## src/logic/console_map_pkg.sv

```systemverilog
package console_map_pkg;

   // Bus geometry
   localparam int data_w     = 16;
   localparam int addr_w     = 16;
   localparam int ram_addr_w = 14;   // RAM spans 0x0000 to 0x3FFF

   ////////////////////////////////////////////////////////////
   // Peripheral addresses
   ////////////////////////////////////////////////////////////
   localparam logic [addr_w-1:0] irq_ctrl_addr = 16'h4001;
   localparam logic [addr_w-1:0] prng_addr     = 16'h4002;
   localparam logic [addr_w-1:0] timer0_addr   = 16'h4004;
   localparam logic [addr_w-1:0] timer1_addr   = 16'h4005;
   localparam logic [addr_w-1:0] sw_addr       = 16'h4020;  // Switches and buttons
   localparam logic [addr_w-1:0] led_addr      = 16'h4021;
   localparam logic [addr_w-1:0] seg_addr      = 16'h4022;
   localparam logic [addr_w-1:0] pad_addr      = 16'h4023;

   // Returned for any address nobody claims
   localparam logic [data_w-1:0] unmapped_value = 16'hDEAF;

endpackage

```

## src/logic/bus_decoder.sv

```systemverilog
`timescale 1ns/1ps

module bus_decoder import console_map_pkg::*; (
   input  logic              sys_clk,
   input  logic              arst_n,
   input  logic [addr_w-1:0] mem_addr,
   input  logic              mem_rd_en,
   input  logic [data_w-1:0] ram_rd_data,
   input  logic [data_w-1:0] prng_data,
   input  logic [data_w-1:0] pad_buttons,
   input  logic [7:0]        sw,
   input  logic [4:0]        btn,
   output logic              ram_sel,
   output logic              irq_sel,
   output logic [1:0]        timer_sel,
   output logic              led_sel,
   output logic              seg_sel,
   output logic [data_w-1:0] mem_rd_data
);

   logic [addr_w-1:0] last_rd_addr;
   logic              last_is_ram;

   ////////////////////////////////////////////////////////////
   // Address decode
   ////////////////////////////////////////////////////////////
   // RAM owns every address with the top two bits clear
   assign ram_sel      = (mem_addr[addr_w-1:ram_addr_w] == '0);
   assign irq_sel      = (mem_addr == irq_ctrl_addr);
   assign timer_sel[0] = (mem_addr == timer0_addr);
   assign timer_sel[1] = (mem_addr == timer1_addr);
   assign led_sel      = (mem_addr == led_addr);
   assign seg_sel      = (mem_addr == seg_addr);

   ////////////////////////////////////////////////////////////
   // Read return
   ////////////////////////////////////////////////////////////
   always_ff @(posedge sys_clk or negedge arst_n) begin
      if (!arst_n) begin
         last_rd_addr <= '1;   // Nothing read yet, points at unmapped space
      end else if (mem_rd_en) begin
         last_rd_addr <= mem_addr;
      end
   end

   assign last_is_ram = (last_rd_addr[addr_w-1:ram_addr_w] == '0);

   always_comb begin
      if (last_is_ram) begin
         mem_rd_data = ram_rd_data;   // RAM data registered on the same edge
      end else begin
         case (last_rd_addr)
            prng_addr: mem_rd_data = prng_data;
            sw_addr:   mem_rd_data = {sw, 3'b000, btn};
            pad_addr:  mem_rd_data = pad_buttons;
            default:   mem_rd_data = unmapped_value;
         endcase
      end
   end

endmodule

```

## config.mk

```make
export PLATFORM = sky130hd
export DESIGN_NAME = bus_decoder
export DESIGN_NICKNAME = d
export VERILOG_FILES = /design/src/logic/console_map_pkg.sv /design/src/logic/bus_decoder.sv
export SDC_FILE = /design/constraint.sdc
export NUM_CORES = 1
export LEC_CHECK = 0
export ABC_CLOCK_PERIOD_IN_PS = 2400
export BUFFER_PORTS_ARGS = -buffer_cell sky130_fd_sc_hd__buf_2
export CAP_MARGIN = 40
export CORE_UTILIZATION = 39
export DETAILED_ROUTE_END_ITERATION = 7
export GPL_ROUTABILITY_DRIVEN = 0
export PLACE_DENSITY = 0.82
export SYNTH_ARGS = -nofsm -noshare
export SYNTH_HDL_FRONTEND = slang
export SYNTH_SLANG_ARGS = --single-unit
```

## constraint.sdc

```tcl
create_clock -name sys_clk -period 2.4 [get_ports sys_clk]
set_clock_uncertainty 0.05 [all_clocks]
set_input_delay 0.24 -clock sys_clk [delete_from_list [all_inputs] [get_ports sys_clk]]
set_output_delay 0.24 -clock sys_clk [all_outputs]
set_load 0.03 [all_outputs]
```

Word level (Yosys, flattened, before mapping)
Index checks and enable logic that the tools add are counted.
{"block": "classes", "eq_ne": 8, "muxes": 2, "reduce_logical": 2}
{"cell": "16-bit by 15-bit == test with 1-bit output, second input constant", "count": 8}
{"cell": "16-bit one-hot mux with 3 select lines", "count": 1}
{"cell": "16-bit two-way mux", "count": 1}
{"cell": "2-bit logical NOT", "count": 2}
{"block": "totals", "reg_bits": 16, "in_bits": 80, "elab_cells": 13}

Longest topological paths before layout
Gate-level depths: netlist (run 1).
{"block": "depth", "depth_word": 3, "ltp_mapped": 6}

Least setup slack after synthesis (run 1)
No wires, ideal clock.
{"block": "synth_path", "path_type": "input port to output port", "startpoint": "in mem_addr[15]", "endpoint": "out seg_sel", "arrival_time_ns": 1.906, "t_required_ns": 2.110, "path_slack_ns": 0.204, "path_stages": 4, "n_path_buf": 0, "cell_sequence": "nor4b_1 > nand3_1 > or3b_2 > nor3b_1"}
{"block": "synth_between", "elab_chain_cells": 1}
{"element": "start, declared", "line": "bus_decoder.sv:6", "text": "input logic [addr_w-1:0] mem_addr,"}
{"element": "16-bit by 15-bit == test with 1-bit output", "line": "bus_decoder.sv:33", "text": "assign seg_sel = (mem_addr == seg_addr);"}
{"element": "end, declared", "line": "bus_decoder.sv:17", "text": "output logic seg_sel,"}
Every way passes these cells.

Worst setup path after layout (run 1)
{"block": "layout_path", "startpoint": "reg last_rd_addr[6]", "endpoint": "out mem_rd_data[13]"}
{"block": "layout_between", "elab_chain_cells": 3, "word_cells_on_any_way": 5}
{"element": "start, declared", "line": "bus_decoder.sv:21", "text": "logic [addr_w-1:0] last_rd_addr;"}
{"element": "start signal, assigned", "line": "bus_decoder.sv:42", "text": "last_rd_addr <= mem_addr;"}
{"element": "16-bit by 15-bit == test with 1-bit output", "line": "bus_decoder.sv:52", "text": "case (last_rd_addr)"}
{"element": "16-bit one-hot mux with 3 select lines (*)", "line": "bus_decoder.sv:52"}
{"element": "16-bit two-way mux (*)", "line": "bus_decoder.sv:49", "text": "if (last_is_ram) begin"}
{"element": "end, declared", "line": "bus_decoder.sv:18", "text": "output logic [data_w-1:0] mem_rd_data"}
Every way passes the cells marked *; elsewhere a longest branch is shown, timed or not.

==> results of run 1 <==
-- metal layers --
metal  global-route usage, %  up-vias  routed length, um
li1                        -      718                  -
met1                   24.93      658               1525
met2                   38.75       71               1690
met3                   2.418        6                272
met4                   6.122        0                 57
met5                       0        -                  0
-- synth_stat cells, drive strengths merged --
master	count
a21boi	2
a21o	3
a21oi	4
a221o	1
a22o	3
a22oi	6
a31oi	2
a32o	3
and2	2
and3	2
buf	4
clkbuf	4
dfstp	16
mux2	16
nand2	10
nand2b	3
nand3	2
nor2	12
nor2b	2
nor3	1
nor3b	1
nor4	4
nor4b	2
o21ai	7
o22a	10
o22ai	4
or2	1
or3b	1
or4	2
or4b	1
xnor2	1
-- kinds of logic after synthesis --
| kind of cell | count (synthesis) | share of synthesized area (%) |
|---|---|---|
| xor+xnor | 1 | 0.7001 |
| buf+inv | 8 | 3.199 |
| flops | 16 | 33.60 |
| compound gates | 45 | 26.30 |
| mux | 16 | 14.40 |
| simple gates | 46 | 21.80 |
-- worst max-delay path, delay by kind of cell (launching register included) --
kind,cells,cell delay [ns]
flops,1,0.38
simple gates,2,0.85
compound gates,2,0.28
buf+inv,2,0.31
-- what timing repair did --
action                                  4_1_cts  5_1_grt
pin swaps                                     7        2
endpoints found under the setup margin       16       16
setup buffers                                 2        0
resized for setup                            25        2
hold buffers                                  0        0
-- layout make-up --
class / count / area, um2 / area share (%)
Multi-Input combinational cell: 108 / 799.5 / 41.68
Sequential cell: 16 / 420.4 / 21.92
Timing Repair Buffer: 105 / 606.8 / 31.64
Tap cell: 44 / 55.05 / 2.870
Clock buffer: 4 / 36.28 / 1.892
-- worst max path at each step --
stage / startpoint / end / slack (ns) / cells after the start
after floorplan: mem_addr[15] / seg_sel / 0.20 / 4
after global placement: last_rd_addr[14]$_DFFE_PN1P_ / mem_rd_data[3] / 0.21 / 6
after global routing: last_rd_addr[6]$_DFFE_PN1P_ / mem_rd_data[1] / -0.09 / 6
after CTS: last_rd_addr[14]$_DFFE_PN1P_ / mem_rd_data[3] / -0.09 / 6
final: last_rd_addr[6]$_DFFE_PN1P_ / mem_rd_data[13] / 0.005 / 6
after detailed placement: last_rd_addr[14]$_DFFE_PN1P_ / mem_rd_data[15] / 0.19 / 6
-- per-stage QoR --
stage	power [W]	setup WS (ns)	TNS, ns	instances
3_5_place_dp	0.0006280	0.1880	0	271
4_1_cts	0.0008246	-0.09363	-1.203	277
3_3_place_gp	0.0006232	0.2148	0	271
2_1_floorplan	0.0005135	0.2044	0	132
5_1_grt	0.0008701	-0.09332	-0.9561	277
6_report	0.0008195	0.004725	0	277
-- power breakdown --
group	internal, W	total, W	switching (W)
Sequential	0.000318	0.000349	0.0000311
Combinational	0.000154	0.000297	0.000144
Clock	0.0000923	0.000173	0.0000806
Total	0.000564	0.000819	0.000255
-- cell usage in the layout, fill, tap and decap left out, drive strengths merged, types with 2 or more instances in the layout --
cell type and instances:
nor2b 2, clkbuf 4, or4 2, a21o 3, a21boi 2, nor4 4, nand2b 3, nor2 12
a21oi 4, and2 2, nand3 2, mux2 16, a31oi 2, nor4b 2, a22o 3, o21ai 7
nand2 10, buf 105, o22a 10, o22ai 4, dfstp 16, a22oi 6, and3 2, a32o 3
==> qor.csv, run 1 <==
stage,metric,value,unit
grt,vias in the first global route,1328,
synthesis,Synth Warn #,0,
drt,# DRC,0,
flow_run,Max Cap Viol,0,
pwr,Pwr per Cell Area,427.2,nW/um2
drt,initial DRC count,76,
synthesis,Yosys top cell area share,33.60,%
floorplan,# rows,20,
finish,biggest regs,last_rd_addr x16,
timing,hold slack,0.06281,ns
clocking,CTS tree,yes,
worst_setup_path,worst path arrival time,2.11,ns
synthesis,"area leader, netlist",dfstp_2,
timing,final hold violation count,0,
clocking,CTS Root Cell,clkbuf_4,
drt,First-pass DRT Iterations,4,
drt,Post-Route WL,3546,um
timing,Setup Viol. Count Final,0,
worst_setup_path,CP required,2.11,ns
finish,Area growth syn-to-layout,53.30,%
floorplan,I/O Pins,102,
finish,Final Util,62.83,%
drt,post-route ant nets,0,
worst_setup_path,cells along the critical path,or4_4 > nor4_4 > buf_4 > a32o_2 > a21o_1 > buf_6,
status,outcome,"finished, final reports clean",
worst_setup_path,"slowest stage delay, CP",0.53,ns
clocking,Clock Sinks,16,
synthesis,Synth cell types,38,
worst_setup_path,crit-path max FO,4,
worst_setup_path,CP max-delay cell,or4_4,
drt,Vias/cell,5.245,
clocking,clock-pin slew on the worst setup and hold paths,0.09,ns
finish,Inserted Diodes,0,
synthesis,Syn Inst Count,132,
grt,Global Route Usage Sum,20.77,%
synthesis,Syn Area/Cell,9.479,um2
place,HPWL Detailed,2799,um
worst_setup_path,RR Endpoint,last_rd_addr[0]$_DFFE_PN1P_,
finish,design area,1918,um2
clocking,Worst-Skew Late Latency,0.28,ns
synthesis,#FFs+latches synth,16,
timing,slew of the pin with the lowest slew margin,0.4641,ns
grt,initial antenna violation count,0,
drt,post-DR wirelength/cell,12.80,um
floorplan,Total Die Area,3439,um2
timing,Rel. slew slack,68.73,%
finish,Largest Register,last_rd_addr,
grt,largest net degree at the start of global routing,18,
worst_setup_path,endpoint class of the critical path,primary output,
worst_setup_path,Crit Path Class,reg2out,
worst_setup_path,FF-to-FF path depth,1,
finish,Nets,314,
timing,max frequency,0.4175,GHz
grt,first-pass GRT wire length,5582,um
synthesis,register area share after synthesis,33.60,%
finish,filler instances,282,
floorplan,Initial Utilization,40.98,%
synthesis,ranking of synthesized cells by area,"dfstp_2 (34%), mux2_2 (14%), o22a_1 (7.0%), a22oi_1 (3.6%), nor2_1 (3.6%)",
finish,max reg flops,16,
clocking,clock buffer depth,2,
worst_setup_path,Setup crit start kind,flip-flop,
floorplan,Die W,58.64,um
drt,DR vias,1453,
place,Port Buffer Count,101,
timing,fin crit period,2.395,ns
pwr,worst vdd ir,0.3835,mV
timing,RSZ-0062 raised after global routing,true,
pwr,Pleak,0.9089,nW
timing,final period utilization,99.80,%
worst_setup_path,worst flop-to-flop path startpoint,last_rd_addr[0]$_DFFE_PN1P_,
floorplan,die span in y,58.64,um
clocking,H-tree depth,1,
floorplan,core area,3053,um2
worst_setup_path,Reg2Reg Setup Slack,1.39,ns
synthesis,Synth Cell Area,1251,um2
clocking,CTS buffer count,3,
finish,share of post-route cells with drive strength above 1,64.81,%
place,placed inst area,1787,um2
timing,fin. max-slew vios,0,
grt,grt total ovfl,0,
min_path,worst hold path type,in2async,
synthesis,Post-Syn Nets,212,
No activity file was read; power rests on OpenSTA's default activity.
==> run 2: changes to the inputs <==
--- a/config.mk
+++ b/config.mk
@@ -6,12 +6,12 @@
 export NUM_CORES = 1
 export LEC_CHECK = 0
 export ABC_CLOCK_PERIOD_IN_PS = 2400
-export BUFFER_PORTS_ARGS = -buffer_cell sky130_fd_sc_hd__buf_2
+export BUFFER_PORTS_ARGS = -buffer_cell sky130_fd_sc_hd__buf_4
 export CAP_MARGIN = 40
-export CORE_UTILIZATION = 39
+export CORE_UTILIZATION = 40
+export CTS_BUF_LIST = sky130_fd_sc_hd__clkbuf_4
 export DETAILED_ROUTE_END_ITERATION = 7
-export GPL_ROUTABILITY_DRIVEN = 0
-export PLACE_DENSITY = 0.82
+export PLACE_DENSITY = 0.84
 export SYNTH_ARGS = -nofsm -noshare
 export SYNTH_HDL_FRONTEND = slang
 export SYNTH_SLANG_ARGS = --single-unit
==> qor.csv, run 2 (synthesized netlist as in run 1, its figures left out) <==
stage,metric,value,unit
pwr,Clk pwr share,17.0,%
floorplan,core area,2853,um2
timing,final hold violation count,0,
timing,fin crit period,2.390,ns
finish,"commonest non-fill, non-tap cell in the layout",buf_4,
timing,final setup TNS,0,ns
grt,largest net degree at the start of global routing,18,
timing,RSZ-0062 raised after global routing,true,
status,failing checks,design-rule violations,
timing,Setup Viol. Count Final,0,
timing,Final WS setup,0.01050,ns
timing,final period utilization,99.56,%
pwr,Seq pwr share,42.1,%
timing,fin. max-slew vios,0,
pwr,Gate power share,40.9,%
flow_run,Max Cap Viol,0,
pwr,Sw Ratio,31.49,%
timing,Rel. slew slack,69.94,%
drt,Post-Route WL,4098,um
clocking,clock-pin slew on the worst setup and hold paths,0.09,ns
pwr,worst vdd ir,0.2632,mV
grt,grt total ovfl,0,
grt,initial antenna violation count,0,
worst_setup_path,worst path arrival time,2.10,ns
clocking,CTS Root Cell,clkbuf_4,
clocking,H-tree depth,1,
place,RD Place Congestion,0.8462,
place,Port Buffer Count,101,
drt,DR vias,1501,
floorplan,# rows,19,
pwr,Pwr per Cell Area,393.7,nW/um2
finish,fin cells,263,
finish,Largest Register,last_rd_addr,
place,DP Cell Count,257,
place,HPWL Detailed,3344,um
min_path,WHS Path Cells,2,
pwr,Pint,0.0005707,W
drt,initial DRC count,134,
floorplan,I/O Pins,102,
floorplan,Initial Utilization,43.86,%
worst_setup_path,endpoint class of the critical path,primary output,
worst_setup_path,Setup crit start kind,flip-flop,
clocking,CTS buffer count,3,
drt,First-pass DRT Iterations,8,
pwr,Pleak,0.9636,nW
finish,Inserted Diodes,0,
timing,slew of the pin with the lowest slew margin,0.4463,ns
clocking,CTS tree,yes,
finish,most frequent cells in the layout,"buf_4 (92), mux2_2 (16), dfstp_2 (15)",
finish,Nets,313,
timing,hold slack,0.1441,ns
floorplan,die span in y,57.93,um
clocking,Worst-Skew Late Latency,0.28,ns
status,outcome,finished with violations,
finish,Area growth syn-to-layout,69.10,%
finish,max reg flops,16,
grt,vias in the first global route,1488,
drt,# DRC,10,
drt,post-route ant nets,0,
clocking,clock buffer depth,2,
floorplan,Die W,57.93,um
grt,Global Route Usage Sum,23.56,%
worst_setup_path,crit-path max FO,7,
worst_setup_path,FF-to-FF path depth,1,
timing,max frequency,0.4185,GHz
floorplan,Total Die Area,3356,um2
worst_setup_path,CP required,2.11,ns
min_path,worst hold path type,in2reg,
pwr,switching pwr,0.0002623,W
place,DP Worst Slack,0.2245,ns
grt,first-pass GRT wire length,6244,um
finish,biggest regs,last_rd_addr x16,
clocking,Clock Sinks,16,
drt,post-DR wirelength/cell,15.58,um
finish,share of post-route cells with drive strength above 1,63.79,%
worst_setup_path,Crit Path Class,reg2out,
drt,Vias/cell,5.707,
==> run 2: area by class of cell <==
cell class / instances / area, um2
Timing Repair Buffer: 104 / 824.5
Multi-Input combinational cell: 108 / 802.0
Fill cell: 212 / 737.0
Sequential cell: 16 / 424.2
Tap cell: 31 / 38.79
Clock buffer: 3 / 22.52
Clock inverter: 1 / 3.754
==> run 2: worst max-delay path, cell delays in order (launching register included) <==
cell and delay [ns]:
dfstp_2 0.38, or4_4 0.54, nor4_4 0.27, buf_6 0.16, and2_4 0.16, a221o_1 0.17
buf_6 0.14
==> run 2: worst paths after layout <==
kind                                              from                           to  slack [ns]
hold / removal                             mem_addr[6]  last_rd_addr[6]$_DFFE_PN1P_        0.14
hold reg to reg            last_rd_addr[6]$_DFFE_PN1P_  last_rd_addr[6]$_DFFE_PN1P_        0.57
min in group asynchronous                       arst_n  last_rd_addr[7]$_DFFE_PN1P_        0.51
setup / recovery           last_rd_addr[6]$_DFFE_PN1P_               mem_rd_data[6]        0.01
max in group asynchronous                       arst_n  last_rd_addr[8]$_DFFE_PN1P_        1.77
setup reg to reg           last_rd_addr[0]$_DFFE_PN1P_  last_rd_addr[0]$_DFFE_PN1P_        1.42
==> run 2: layer usage <==
metal	vias to the layer above	GRT usage, %	share of wire [%]
met3	6	4.018	9.6
met2	79	44.33	52
met4	0	6.803	0.95
met1	705	27.12	37
met5	-	0	0
li1	711	-	-
==> run 2: metrics by stage <==
stage	cell area (um2)	power, W	util, %
4_1_cts	2072	0.0008248	72.63
6_report	2116	0.0008330	74.17
3_3_place_gp	2016	0.0006664	70.66
3_5_place_dp	2016	0.0006801	70.66
2_1_floorplan	1251	0.0005135	-
5_1_grt	2116	0.0008756	74.17
==> run 2: repair_timing <==
action | CTS | global route
hold buffers | 1 | 0
gates resized for setup | 4 | 12
setup buffers | 1 | 0
pin swaps | 1 | 6
setup endpoints to repair | 10 | 12
endpoints found under the hold margin | 16 | 0
==> run 2: power by group through the flow <==
stage	clock network, W	logic [W]	registers, W
4_1_cts	0.000145	0.000330	0.000349
6_report	0.000141	0.000341	0.000351
3_5_place_dp	0	0.000327	0.000353
3_3_place_gp	0	0.000317	0.000350
2_1_floorplan	0	0.000181	0.000332
5_1_grt	0.000155	0.000363	0.000357
==> run 3: changes to the inputs <==
--- a/config.mk
+++ b/config.mk
@@ -5,13 +5,14 @@
 export SDC_FILE = /design/constraint.sdc
 export NUM_CORES = 1
 export LEC_CHECK = 0
+export ABC_AREA = 1
 export ABC_CLOCK_PERIOD_IN_PS = 2400
 export BUFFER_PORTS_ARGS = -buffer_cell sky130_fd_sc_hd__buf_4
 export CAP_MARGIN = 40
-export CORE_UTILIZATION = 40
+export CORE_UTILIZATION = 41
 export CTS_BUF_LIST = sky130_fd_sc_hd__clkbuf_4
 export DETAILED_ROUTE_END_ITERATION = 7
-export PLACE_DENSITY = 0.84
+export PLACE_DENSITY_LB_ADDON = 0.05
 export SYNTH_ARGS = -nofsm -noshare
 export SYNTH_HDL_FRONTEND = slang
 export SYNTH_SLANG_ARGS = --single-unit
==> qor.csv, run 3 <==
stage,metric,value,unit
synthesis,Post-synth ARST share,100.0,%
pwr,Sw Ratio,30.14,%
synthesis,Syn Area/Cell,6.423,um2
drt,Post-Route WL,3833,um
clocking,CTS tree,yes,
clocking,Worst-Skew Late Latency,0.28,ns
worst_setup_path,FF-to-FF path depth,2,
worst_setup_path,endpoint class of the critical path,primary output,
synthesis,#FFs+latches synth,16,
timing,fin crit period,2.198,ns
pwr,Gate power share,36.1,%
synthesis,most numerous cell in the Yosys netlist,nor2_1,
finish,"commonest non-fill, non-tap cell in the layout",buf_4,
pwr,Seq pwr share,44.4,%
min_path,worst hold path type,in2reg,
synthesis,ranking of synthesized cells by area,"dfstp_2 (31%), nand3_1 (17%), nor2_1 (16%), nand2_1 (11%), mux2_2 (9.2%)",
floorplan,Total Die Area,3523,um2
synthesis,Synth Cell Area,1349,um2
floorplan,Die W,59.36,um
place,RD Place Congestion,0.8379,
synthesis,"EDFF count, synth",0,
clocking,clock-pin slew on the worst setup and hold paths,0.09,ns
grt,vias in the first global route,1482,
min_path,WHS Path Cells,3,
grt,grt total ovfl,0,
worst_setup_path,Crit Path Class,reg2out,
clocking,Setup Buffers After CTS,0,
grt,initial antenna violation count,0,
grt,first-pass GRT wire length,6009,um
finish,share of post-route cells with drive strength above 1,45.19,%
timing,slew of the pin with the lowest slew margin,0.4732,ns
grt,largest net degree at the start of global routing,22,
synthesis,Synth cell types,20,
finish,max reg flops,16,
finish,most frequent cells in the layout,"buf_4 (107), nor2_1 (57), nand3_1 (45)",
floorplan,Initial Utilization,43.82,%
finish,Nets,393,
timing,final hold violation count,0,
worst_setup_path,worst path arrival time,1.91,ns
finish,filler instances,282,
floorplan,core area,3078,um2
drt,# DRC,0,
timing,max frequency,0.4550,GHz
pwr,Clk pwr share,19.5,%
worst_setup_path,crit-path max FO,9,
synthesis,register area share after synthesis,31.17,%
synthesis,Yosys top cell area share,31.17,%
clocking,Clock Sinks,16,
drt,First-pass DRT Iterations,4,
floorplan,die span in y,59.36,um
synthesis,"area leader, netlist",dfstp_2,
pwr,worst vdd ir,0.4687,mV
drt,post-route ant nets,0,
drt,DR vias,1731,
finish,Area growth syn-to-layout,62.34,%
clocking,CTS Root Cell,clkbuf_4,
worst_setup_path,Setup crit start kind,flip-flop,
worst_setup_path,worst flop-to-flop path startpoint,last_rd_addr[5]$_DFFE_PN1P_,
finish,Final Util,71.14,%
synthesis,Main synth FF type,dfstp_2,
grt,Global Route Usage Sum,22.13,%
drt,Vias/cell,4.862,
pwr,Pleak,1.088,nW
synthesis,Syn Inst Count,210,
place,Port Buffer Count,101,
timing,fin. max-slew vios,0,
pwr,Pwr per Cell Area,339.6,nW/um2
timing,Setup Viol. Count Final,0,
finish,biggest regs,last_rd_addr x16,
floorplan,I/O Pins,102,
status,outcome,"finished, final reports clean",
finish,Inserted Diodes,0,
worst_setup_path,CP startpoint,last_rd_addr[5]$_DFFE_PN1P_,
finish,Largest Register,last_rd_addr,
timing,final period utilization,91.58,%
clocking,clock buffer depth,2,
min_path,hold_sp,mem_addr[1],
clocking,H-tree depth,1,
pwr,switching pwr,0.0002241,W
place,DP Worst Slack,0.4688,ns
timing,Final WS setup,0.2021,ns
pwr,Pint,0.0005195,W
drt,post-DR wirelength/cell,10.77,um
timing,Rel. slew slack,68.21,%
min_path,hold path endpoint,last_rd_addr[1]$_DFFE_PN1P_,
timing,RSZ-0062 raised after global routing,false,
worst_setup_path,RR Endpoint,last_rd_addr[5]$_DFFE_PN1P_,
synthesis,synth cell count leaders,"nor2_1 (58), nand3_1 (45), nand2_1 (38)",
clocking,CTS buffer count,3,
flow_run,Max Cap Viol,0,
synthesis,Synth Warn #,0,
drt,initial DRC count,107,
worst_setup_path,Reg2Reg Setup Slack,1.51,ns
synthesis,Post-Syn Nets,290,
worst_setup_path,CP required,2.11,ns
place,HPWL Detailed,3131,um
floorplan,# rows,20,
timing,final setup TNS,0,ns
[run 3: changes by cell type after synthesis, moves of 6 or more]
cell,before,now
nand3_1,2,45
o22a_1,10,0
nand2_1,9,38
inv_1,0,11
a22oi_1,6,0
nor2_1,12,58
[run 3: worst max-delay path by stage]
stage / depth (start not counted) / slack (ns) / to
final: 11 / 0.20 / mem_rd_data[0]
after global routing: 11 / 0.03 / mem_rd_data[0]
after CTS: 9 / 0.13 / mem_rd_data[0]
after detailed placement: 9 / 0.47 / mem_rd_data[14]
after global placement: 9 / 0.50 / mem_rd_data[0]
after floorplan: 8 / 0.48 / mem_rd_data[10]
[run 3: logic make-up (layout without fill, tap and decap cells)]
family / after synthesis / count (layout) / synth area share, %
muxes: 11 / 11 / 9.184
buffers and inverters: 22 / 124 / 7.514
and+or+nand+nor: 156 / 156 / 50.28
AOI/OAI and AO/OA: 5 / 5 / 1.855
DFF: 16 / 16 / 31.17
[run 3: layout make-up]
cell class	instances	area [um2]	share of cell area (%)
Clock buffer	3	22.52	1.029
Tap cell	44	55.05	2.514
Timing Repair Buffer	108	813.3	37.14
Clock inverter	1	3.754	0.1714
Sequential cell	16	420.4	19.20
Inverter	12	45.04	2.057
Multi-Input combinational cell	172	829.5	37.89
[run 3: power groups by stage]
stage	Combinational [W]	Clock, W	Sequential, W
5_1_grt	0.000292	0.000166	0.000335
4_1_cts	0.000270	0.000152	0.000331
3_5_place_dp	0.000268	0	0.000335
3_3_place_gp	0.000267	0	0.000334
6_report	0.000268	0.000145	0.000330
2_1_floorplan	0.000120	0	0.000330
[run 3: stage by stage]
stage	total power, W	area (um2)	cells	hold slack (ns)
5_1_grt	0.0007926	2190	356	0.1223
6_report	0.0007436	2190	356	0.1298
3_3_place_gp	0.0006008	2151	351	0.2834
2_1_floorplan	0.0004499	1349	210	0.04216
4_1_cts	0.0007530	2187	356	0.1257
3_5_place_dp	0.0006031	2151	351	0.2801
[run 3: what timing repair did]
action	CTS	global route
setup endpoints to repair	0	9
endpoints found under the hold margin	16	0
resized for setup	0	1
hold buffers	1	0
[run 3: worst max-delay path, stage by stage, from the launching register on]
cell	delay (ns)
dfstp_2	0.54
inv_1	0.05
nor2_1	0.11
nand2_1	0.07
nor2_1	0.12
nand2_1	0.09
nand2_1	0.09
nor2_2	0.05
buf_4	0.16
nor2_1	0.12
nor2_1	0.05
buf_4	0.16
[run 3: routing by layer]
metal	vias to the layer above	wire length (um)	GRT usage, %	share of wire [%]
li1	895	-	-	-
met5	-	0	0	0
met2	67	1863	37.72	49
met4	0	39	3.741	1.0
met1	765	1683	28.59	44
met3	4	247	5.459	6.4
